==> src/hw/i2cPkg.sv <==
//////////////////////////////////////////////////
// Widths, slot timing and types for the I2C master
// Bus timing is counted in ce ticks, four per bit
//////////////////////////////////////////////////
`default_nettype none

package i2cPkg;

   // Protocol widths
   localparam int AddrWidth    = 7;
   localparam int ByteWidth    = 8;
   localparam int ReadWidth    = 16;
   localparam int BitCountBits = $clog2(ByteWidth);

   // Slot timing in ce ticks
   localparam int QuarterCount  = 4;
   localparam int QuarterBits   = $clog2(QuarterCount);
   localparam int SampleQuarter = 2;
   localparam int StartTicks    = 2;
   localparam int StopTicks     = 3;

   typedef logic [AddrWidth-1:0] addr_t;
   typedef logic [ByteWidth-1:0] byte_t;
   typedef logic [ReadWidth-1:0] readWord_t;

   // One transaction, held stable while busy
   typedef struct packed {
      addr_t addr;
      logic  rw;
      byte_t wrByte;
   } i2cReq_t;

   // Driven lines, sda of 1 means released
   typedef struct packed {
      logic scl;
      logic sda;
   } busLines_t;

   typedef enum logic [1:0] {
      SlotStart,
      SlotData,
      SlotStop
   } slotKind_e;

   typedef struct packed {
      logic      go;
      slotKind_e kind;
      logic      txBit;
   } slotCmd_t;

   typedef enum logic [3:0] {
      SeqIdle,
      SeqStart,
      SeqAddr,
      SeqAddrAck,
      SeqWrite,
      SeqWriteAck,
      SeqReadHigh,
      SeqMasterAck,
      SeqReadLow,
      SeqMasterNack,
      SeqStop,
      SeqHold
   } seqState_e;

endpackage

`default_nettype wire

==> src/hw/i2cByteShifter.sv <==
//////////////////////////////////////////////////
// Serial to parallel conversion, MSB first
// Strobes come qualified from the sequencer
//////////////////////////////////////////////////
`timescale 1ns/1ps
`default_nettype none

module i2cByteShifter (
   input  logic             clk,
   input  logic             rst,
   input  logic             load,
   input  i2cPkg::byte_t    loadByte,
   input  logic             shiftOut,
   input  logic             shiftIn,
   input  logic             rxBit,
   output logic             txBit,
   output i2cPkg::byte_t    rxByte
);

   i2cPkg::byte_t txReg;
   i2cPkg::byte_t rxReg;

   // Transmit side, released bits fill from the LSB
   always_ff @(posedge clk or posedge rst) begin
      if (rst) begin
         txReg <= '1;
      end else if (load) begin
         txReg <= loadByte;
      end else if (shiftOut) begin
         txReg <= {txReg[i2cPkg::ByteWidth-2:0], 1'b1};
      end
   end

   // Receive side
   always_ff @(posedge clk or posedge rst) begin
      if (rst) begin
         rxReg <= '0;
      end else if (shiftIn) begin
         rxReg <= {rxReg[i2cPkg::ByteWidth-2:0], rxBit};
      end
   end

   assign txBit  = txReg[i2cPkg::ByteWidth-1];
   assign rxByte = rxReg;

endmodule

`default_nettype wire

==> src/hw/i2cBitEngine.sv <==
//////////////////////////////////////////////////
// Runs one START, data or STOP slot on ce ticks
// A go is only taken while no slot is running
//////////////////////////////////////////////////
`timescale 1ns/1ps
`default_nettype none

module i2cBitEngine (
   input  logic                clk,
   input  logic                rst,
   input  logic                ce,
   input  i2cPkg::slotCmd_t    slotCmd,
   input  logic                sdaIn,
   output i2cPkg::busLines_t   bus,
   output logic                slotDone,
   output logic                sampleValid,
   output logic                rxBit
);

   logic                           active;
   logic [i2cPkg::QuarterBits-1:0] quarter;
   logic [i2cPkg::QuarterBits-1:0] lastQuarter;
   i2cPkg::slotKind_e              kind;
   logic                           sampleTick;

   // Final quarter index of each slot kind
   always_comb begin
      case (kind)
         i2cPkg::SlotStart: lastQuarter = i2cPkg::QuarterBits'(i2cPkg::StartTicks - 1);
         i2cPkg::SlotStop:  lastQuarter = i2cPkg::QuarterBits'(i2cPkg::StopTicks - 1);
         default:           lastQuarter = i2cPkg::QuarterBits'(i2cPkg::QuarterCount - 1);
      endcase
   end

   assign slotDone   = ce && active && (quarter == lastQuarter);
   assign sampleTick = ce && active && (kind == i2cPkg::SlotData) &&
                       (quarter == i2cPkg::QuarterBits'(i2cPkg::SampleQuarter));

   //////////////////////////////////////////////////
   // Waveform sequencing
   //////////////////////////////////////////////////
   always_ff @(posedge clk or posedge rst) begin
      if (rst) begin
         active      <= 1'b0;
         quarter     <= '0;
         kind        <= i2cPkg::SlotData;
         bus         <= '{scl: 1'b1, sda: 1'b1};
         sampleValid <= 1'b0;
      end else begin
         sampleValid <= sampleTick;
         if (ce) begin
            if (!active) begin
               if (slotCmd.go) begin
                  // First quarter of the new slot
                  active  <= 1'b1;
                  kind    <= slotCmd.kind;
                  quarter <= i2cPkg::QuarterBits'(1);
                  case (slotCmd.kind)
                     i2cPkg::SlotStart: begin
                        bus.scl <= 1'b1;
                        bus.sda <= 1'b0;
                     end
                     i2cPkg::SlotStop: begin
                        bus.scl <= 1'b0;
                        bus.sda <= 1'b0;
                     end
                     default: begin
                        bus.scl <= 1'b0;
                        bus.sda <= slotCmd.txBit;
                     end
                  endcase
               end
            end else begin
               quarter <= quarter + 1'b1;
               if (quarter == lastQuarter) begin
                  active <= 1'b0;
               end
               case (kind)
                  i2cPkg::SlotStart: begin
                     bus.scl <= 1'b0;
                  end
                  i2cPkg::SlotStop: begin
                     // SCL rises first, then SDA with SCL high
                     if (quarter == lastQuarter) begin
                        bus.sda <= 1'b1;
                     end else begin
                        bus.scl <= 1'b1;
                     end
                  end
                  default: begin
                     // SCL high in the middle quarters
                     bus.scl <= (quarter != lastQuarter);
                  end
               endcase
            end
         end
      end
   end

   always_ff @(posedge clk) begin
      if (sampleTick) begin
         rxBit <= sdaIn;
      end
   end

endmodule

`default_nettype wire

==> src/hw/i2cSequencer.sv <==
//////////////////////////////////////////////////
// Transaction FSM ordering START, bytes, ACKs, STOP
// Holds after STOP until start drops
//////////////////////////////////////////////////
`timescale 1ns/1ps
`default_nettype none

module i2cSequencer (
   input  logic                clk,
   input  logic                rst,
   input  logic                ce,
   input  logic                start,
   input  i2cPkg::i2cReq_t     req,
   input  logic                slotDone,
   input  logic                sampleValid,
   input  logic                rxBit,
   input  logic                txBit,
   input  i2cPkg::byte_t       rxByte,
   output i2cPkg::slotCmd_t    slotCmd,
   output logic                load,
   output i2cPkg::byte_t       loadByte,
   output logic                shiftOut,
   output logic                shiftIn,
   output logic                busy,
   output logic                ackBit,
   output i2cPkg::readWord_t   din
);

   i2cPkg::seqState_e               state;
   logic                            waiting;
   logic [i2cPkg::BitCountBits-1:0] bitCount;
   logic                            lastBit;
   logic                            dataBitState;
   logic                            ackSlot;
   logic                            writeAfterAddr;

   assign busy    = (state != i2cPkg::SeqIdle);
   assign lastBit = (bitCount == i2cPkg::BitCountBits'(i2cPkg::ByteWidth - 1));

   assign dataBitState = (state inside {i2cPkg::SeqAddr, i2cPkg::SeqWrite,
                                        i2cPkg::SeqReadHigh, i2cPkg::SeqReadLow});
   assign ackSlot      = (state inside {i2cPkg::SeqAddrAck, i2cPkg::SeqWriteAck});

   // Address acknowledged on a write
   assign writeAfterAddr = slotDone && (state == i2cPkg::SeqAddrAck) && !rxBit && !req.rw;

   //////////////////////////////////////////////////
   // Slot commands and shifter strobes
   //////////////////////////////////////////////////
   always_comb begin
      slotCmd = '{go: 1'b0, kind: i2cPkg::SlotData, txBit: 1'b1};
      case (state)
         i2cPkg::SeqStart:            slotCmd.kind  = i2cPkg::SlotStart;
         i2cPkg::SeqAddr,
         i2cPkg::SeqWrite:            slotCmd.txBit = txBit;
         i2cPkg::SeqMasterAck:        slotCmd.txBit = 1'b0;
         i2cPkg::SeqStop:             slotCmd.kind  = i2cPkg::SlotStop;
         default:                     slotCmd.txBit = 1'b1;
      endcase
      slotCmd.go = ce && !waiting &&
                   (state != i2cPkg::SeqIdle) && (state != i2cPkg::SeqHold);
   end

   assign load     = (ce && start && (state == i2cPkg::SeqIdle)) || writeAfterAddr;
   assign loadByte = (state == i2cPkg::SeqIdle) ? {req.addr, req.rw} : req.wrByte;
   assign shiftOut = slotDone && (state inside {i2cPkg::SeqAddr, i2cPkg::SeqWrite});
   assign shiftIn  = sampleValid &&
                     (state inside {i2cPkg::SeqReadHigh, i2cPkg::SeqReadLow});

   //////////////////////////////////////////////////
   // State register
   //////////////////////////////////////////////////
   always_ff @(posedge clk or posedge rst) begin
      if (rst) begin
         state    <= i2cPkg::SeqIdle;
         waiting  <= 1'b0;
         bitCount <= '0;
         ackBit   <= 1'b1;
         din      <= '0;
      end else begin
         if (slotCmd.go) begin
            waiting <= 1'b1;
         end else if (slotDone) begin
            waiting <= 1'b0;
         end

         // Wraps to zero after every full byte
         if (slotDone && dataBitState) begin
            bitCount <= bitCount + 1'b1;
         end

         if (slotDone && ackSlot) begin
            ackBit <= rxBit;
         end

         case (state)
            i2cPkg::SeqIdle: begin
               if (ce && start) begin
                  state <= i2cPkg::SeqStart;
               end
            end
            i2cPkg::SeqStart: begin
               if (slotDone) begin
                  state <= i2cPkg::SeqAddr;
               end
            end
            i2cPkg::SeqAddr: begin
               if (slotDone && lastBit) begin
                  state <= i2cPkg::SeqAddrAck;
               end
            end
            i2cPkg::SeqAddrAck: begin
               if (slotDone) begin
                  // No acknowledge goes straight to STOP
                  if (rxBit) begin
                     state <= i2cPkg::SeqStop;
                  end else if (req.rw) begin
                     state <= i2cPkg::SeqReadHigh;
                  end else begin
                     state <= i2cPkg::SeqWrite;
                  end
               end
            end
            i2cPkg::SeqWrite: begin
               if (slotDone && lastBit) begin
                  state <= i2cPkg::SeqWriteAck;
               end
            end
            i2cPkg::SeqWriteAck: begin
               if (slotDone) begin
                  state <= i2cPkg::SeqStop;
               end
            end
            i2cPkg::SeqReadHigh: begin
               if (slotDone && lastBit) begin
                  state <= i2cPkg::SeqMasterAck;
               end
            end
            i2cPkg::SeqMasterAck: begin
               if (slotDone) begin
                  din[i2cPkg::ReadWidth-1 -: i2cPkg::ByteWidth] <= rxByte;
                  state <= i2cPkg::SeqReadLow;
               end
            end
            i2cPkg::SeqReadLow: begin
               if (slotDone && lastBit) begin
                  state <= i2cPkg::SeqMasterNack;
               end
            end
            i2cPkg::SeqMasterNack: begin
               if (slotDone) begin
                  din[i2cPkg::ByteWidth-1:0] <= rxByte;
                  state <= i2cPkg::SeqStop;
               end
            end
            i2cPkg::SeqStop: begin
               if (slotDone) begin
                  state <= i2cPkg::SeqHold;
               end
            end
            i2cPkg::SeqHold: begin
               if (ce && !start) begin
                  state <= i2cPkg::SeqIdle;
               end
            end
            default: begin
               state <= i2cPkg::SeqIdle;
            end
         endcase
      end
   end

endmodule

`default_nettype wire

==> src/hw/i2cMaster.sv <==
//////////////////////////////////////////////////
// Single transaction I2C master, one bit per 4 ce ticks
// bus.sda of 1 is released, so wire it open-drain
// No clock stretching. req must be stable while busy
//////////////////////////////////////////////////
`timescale 1ns/1ps
`default_nettype none

module i2cMaster (
   input  logic                clk,
   input  logic                rst,
   input  logic                ce,
   input  logic                en,
   input  i2cPkg::i2cReq_t     req,
   input  logic                sdaIn,
   output i2cPkg::busLines_t   bus,
   output logic                busy,
   output logic                ackBit,
   output i2cPkg::readWord_t   din
);

   logic             enReg;
   i2cPkg::slotCmd_t slotCmd;
   logic             slotDone;
   logic             sampleValid;
   logic             rxBit;
   logic             txBit;
   logic             load;
   logic             shiftOut;
   logic             shiftIn;
   i2cPkg::byte_t    loadByte;
   i2cPkg::byte_t    rxByte;

   // Request latches while idle and drops once en is released
   always_ff @(posedge clk or posedge rst) begin
      if (rst) begin
         enReg <= 1'b0;
      end else if (!busy && en) begin
         enReg <= 1'b1;
      end else if (busy && !en) begin
         enReg <= 1'b0;
      end
   end

   i2cSequencer u_sequencer (
      .clk         (clk),
      .rst         (rst),
      .ce          (ce),
      .start       (enReg),
      .req         (req),
      .slotDone    (slotDone),
      .sampleValid (sampleValid),
      .rxBit       (rxBit),
      .txBit       (txBit),
      .rxByte      (rxByte),
      .slotCmd     (slotCmd),
      .load        (load),
      .loadByte    (loadByte),
      .shiftOut    (shiftOut),
      .shiftIn     (shiftIn),
      .busy        (busy),
      .ackBit      (ackBit),
      .din         (din)
   );

   i2cBitEngine u_bitEngine (
      .clk         (clk),
      .rst         (rst),
      .ce          (ce),
      .slotCmd     (slotCmd),
      .sdaIn       (sdaIn),
      .bus         (bus),
      .slotDone    (slotDone),
      .sampleValid (sampleValid),
      .rxBit       (rxBit)
   );

   i2cByteShifter u_byteShifter (
      .clk      (clk),
      .rst      (rst),
      .load     (load),
      .loadByte (loadByte),
      .shiftOut (shiftOut),
      .shiftIn  (shiftIn),
      .rxBit    (rxBit),
      .txBit    (txBit),
      .rxByte   (rxByte)
   );

endmodule

`default_nettype wire

==> config.mk <==
export PLATFORM = sky130hd
export DESIGN_NAME = i2cMaster
export DESIGN_NICKNAME = d
export VERILOG_FILES = /design/src/hw/i2cPkg.sv /design/src/hw/i2cByteShifter.sv /design/src/hw/i2cBitEngine.sv /design/src/hw/i2cSequencer.sv /design/src/hw/i2cMaster.sv
export SDC_FILE = /design/constraint.sdc
export NUM_CORES = 1
export LEC_CHECK = 0
export ABC_CLOCK_PERIOD_IN_PS = 3400
export BUFFER_PORTS_ARGS = -buffer_cell sky130_fd_sc_hd__buf_2
export CAP_MARGIN = 10
export CELL_PAD_IN_SITES_DETAIL_PLACEMENT = 0
export CELL_PAD_IN_SITES_GLOBAL_PLACEMENT = 1
export CORE_UTILIZATION = 30
export CTS_BUF_LIST = sky130_fd_sc_hd__clkbuf_16
export DETAILED_ROUTE_END_ITERATION = 10
export GPL_TIMING_DRIVEN = 0
export HOLD_SLACK_MARGIN = 0.05
export PLACE_DENSITY_LB_ADDON = 0.15
export RECOVER_POWER = 100
export SYNTH_ARGS = -nofsm -noshare
export SYNTH_HDL_FRONTEND = slang
export SYNTH_SLANG_ARGS = --single-unit
==> constraint.sdc <==
create_clock -name clk -period 3.4 [get_ports clk]
set_input_delay 0.34 -clock clk [delete_from_list [all_inputs] [get_ports clk]]
set_output_delay 0.34 -clock clk [all_outputs]
set_load 0.01 [all_outputs]
==> flow_summary.yaml <==
status:
  outcome: "finished clean"
drt:
  ant_nets: 0
  drt_first_pass_iters: 4
  drt_iter0_drc: 115
  routedWlPerCell_um: 15.8
  drc_errors: 0
  wl_met2_mm: 2.89
  vias: 1977
  routed.top_layer: "met4"
  wl_met3_um: 197
  wl_met1_mm: 3.03
  viasPerCell: 5.10
  wl_mm: 6.15
sta:
  slew_viol_final: 0
  finalSetupViolCount: 0
  worstMarginPinSlew_ns: 0.864
  max-slew-margin-rel: 0.422
  max_freq_ghz: 0.364
  setup_ws_ns: 0.651
  hold_ws_ns: 0.244
  hold_viol_final: 0
  period_needed_ns: 2.75
  finalCritPeriodShare: 0.809
  tns_ns: 0
  fin_worst_skew_ns: 0.00888
  rsz0062_at_grt: "false"
worst_hold_path:
  hp-start: "sdaIn"
  min_path_type: "in -> reg"
layout:
  nNetsFinal: 307
  drive_gt1_frac: 0.272
  fin_util: 0.371
  syn_to_final_growth_pct: 17.9
  stdcell_count: 388
  num_antenna_cells: 0
global_routing:
  grt_use_total: 0.143
  grt-ovfl-total: 0
  grt_max_degree: 36
  first_global_vias: 1850
  antenna_found_initial: 0
  grt_pass1_wl_mm: 9.76
clocking:
  cts_inserted_buffers: 5
  post_cts_resized: 0
  clock_sinks: 51
  path_clk_slew_ns: 0.08
  cts-root-buf: "clkbuf_16"
  cts_tree: "yes"
  clk-insertion-delay-late_ns: 0.29
  htreeDepth: 2
  clock_path_buffers: 2
die:
  die_area_um2: 9170
  initial_utilization: 0.315
  rows: 33
  fp.dieH_um: 95.8
  coreArea_um2: 8380
  die_x_um: 95.8
  ioPinCount: 41
pwr:
  power.density_nw_per_um2: 755
  peakVddDrop_mv: 0.209
  leakagePower_nw: 1.32
worst_setup_path:
  worstPathMaxFanout: 8
  r2r_start: "u_bitEngine.kind[1]$_DFFE_PP0P_"
  worstPathRequired_ns: 3.58
  cp.arrival_ns: 2.93
  crit_path_end_kind: "flip-flop"
  cp-startpoint: "u_bitEngine.kind[1]$_DFFE_PP0P_"
  critPathKind: "reg -> reg"
  start_kind: "flip-flop"
yosys:
  synth_nets: 258
  synth-main-ff-cell: "dfrtp_1"
  ys_types: 55
  yosysTopAreaCell: "dfrtp_1"
  synth_area_leaders: "dfrtp_1, mux2_2, dfstp_2"
  synth_warnings: 0
  syn_area_um2: 2640
  async_flop_share: 0.980
  avgSynthCellArea_um2: 11.3
  ys_ff_latch: 51
  synth_edf_count: 1
  synth_top_area_share: 0.361
  synthCells: 233
  ys_seq_area_frac: 0.491
placement:
  place_ws_ns: 1.11
  place.gp.congestion: 0.772
  portBuffers: 40
  dp.cells: 379
  detailedPlacementHpwl_mm: 4.36
run:
  maxCapViolCount: 0
==> per-stage QoR <==
step	total power [mW]	area, µm²
6_report	2.35	3110
5_1_grt	2.52	3110
4_1_cts	2.39	3150
3_5_place_dp	1.86	2990
3_3_place_gp	1.85	2970
2_1_floorplan	1.60	2640
==> state kept, by name (all words and copies together) (netlist names) <==
name	flops
u_bitEngine.sampleValid	1
u_sequencer.din	16
u_sequencer.waiting	1
u_bitEngine.active	1
u_bitEngine.quarter	2
u_bitEngine.rxBit	1
u_sequencer.ackBit	1
u_bitEngine.bus	2
u_sequencer.bitCount	3
enReg	1
u_byteShifter.rxByte	8
u_bitEngine.kind	2
u_sequencer.state	4
u_byteShifter.txReg	8
==> critical path, cell delays in order, from the launching register on <==
cell and delay (ns):
dfrtp_1 0.43, or4b_1 0.64, a31oi_4 0.31, nand2_1 0.14, nor2_1 0.69, mux2_2 0.41
==> worst paths after layout <==
check | slack, ns | cells past startpoint | end
hold reg to reg | 0.49 | 1 | u_sequencer.bitCount[0]$_DFFE_PP0P_
min in group asynchronous | 0.70 | 3 | u_bitEngine.kind[1]$_DFFE_PP0P_
setup / recovery | 0.65 | 5 | u_sequencer.din[7]$_DFFE_PP0P_
setup reg to reg | 0.65 | 5 | u_sequencer.din[7]$_DFFE_PP0P_
max in group asynchronous | 2.00 | 4 | u_byteShifter.txReg[6]$_DFFE_PP1P_
hold / removal | 0.24 | 1 | u_bitEngine.rxBit$_DFFE_PP_
==> where the power goes <==
part           switching (mW)  internal (mW)  leakage [nW]
registers               0.110          0.800         0.644
logic                   0.550          0.362         0.604
clock network           0.243          0.281        0.0759
total                   0.903           1.44          1.32
==> cell families (layout without fill, tap and decap cells) <==
group	Yosys count	after routing	synth area share
xor+xnor	3	3	0.00996
buf+inv	23	73	0.0370
compound gates	53	53	0.146
fa+ha+maj	4	4	0.0190
simple gates	60	60	0.134
flops	51	51	0.491
mux	39	39	0.162
==> cells in the mapped netlist, drive strengths merged (2+ instances only) <==
library cell	instances
clkbuf	6
nor4b	2
nand2	13
nor2	15
and2	3
o21ai	3
ha	4
nor3b	2
nor3	5
a211oi	6
a31oi	8
mux2	30
nand3	4
a2111oi	2
a221o	2
dfrtp	38
buf	9
xnor2	3
nor2b	7
dfstp	12
a21oi	16
mux2i	9
or4b	2
nor4	2
inv	8
a2bb2oi	2
and3	2
==> placed cells by master, fill, tap and decap left out, types with 2 or more instances in the layout <==
cell type	instances
and2_1	2
nand3_1	4
a221o_1	2
a31oi_1	7
nor2_1	15
a211oi_1	6
nor3_1	4
nor4b_1	2
dfstp_2	11
xnor2_1	3
mux2_2	29
nor2b_1	7
or4b_1	2
mux2i_1	9
and3_1	2
a2bb2oi_1	2
buf_2	22
inv_1	8
clkinv_4	2
dfrtp_1	38
nand2_1	13
o21ai_0	3
nor3b_1	2
a2111oi_0	2
clkbuf_1	31
clkbuf_16	5
ha_1	4
a21oi_1	16
==> timing repair <==
action | 4_1_cts | 5_1_grt
hold buffers | 1 | 0
hold endpoints to repair | 11 | 0
setup buffers | 0 | 0
==> final cells by class <==
type                       instances  area, µm²
fill                             861       5270
sequential                        51       1300
multi-input combinational        159       1230
timing repair buffer              42        206
tap                              105        131
clock buffer                       5        125
buffer                            15       61.3
inverter                           8       30.0
clock inverter                     3       28.8
==> metal layers <==
metal	GRT usage	vias up
li1	-	952
met1	0.203	986
met2	0.225	37
met3	0.0261	2
met4	0.0336	0
met5	0	-
Note: power is estimated with default switching activity, not from simulation.
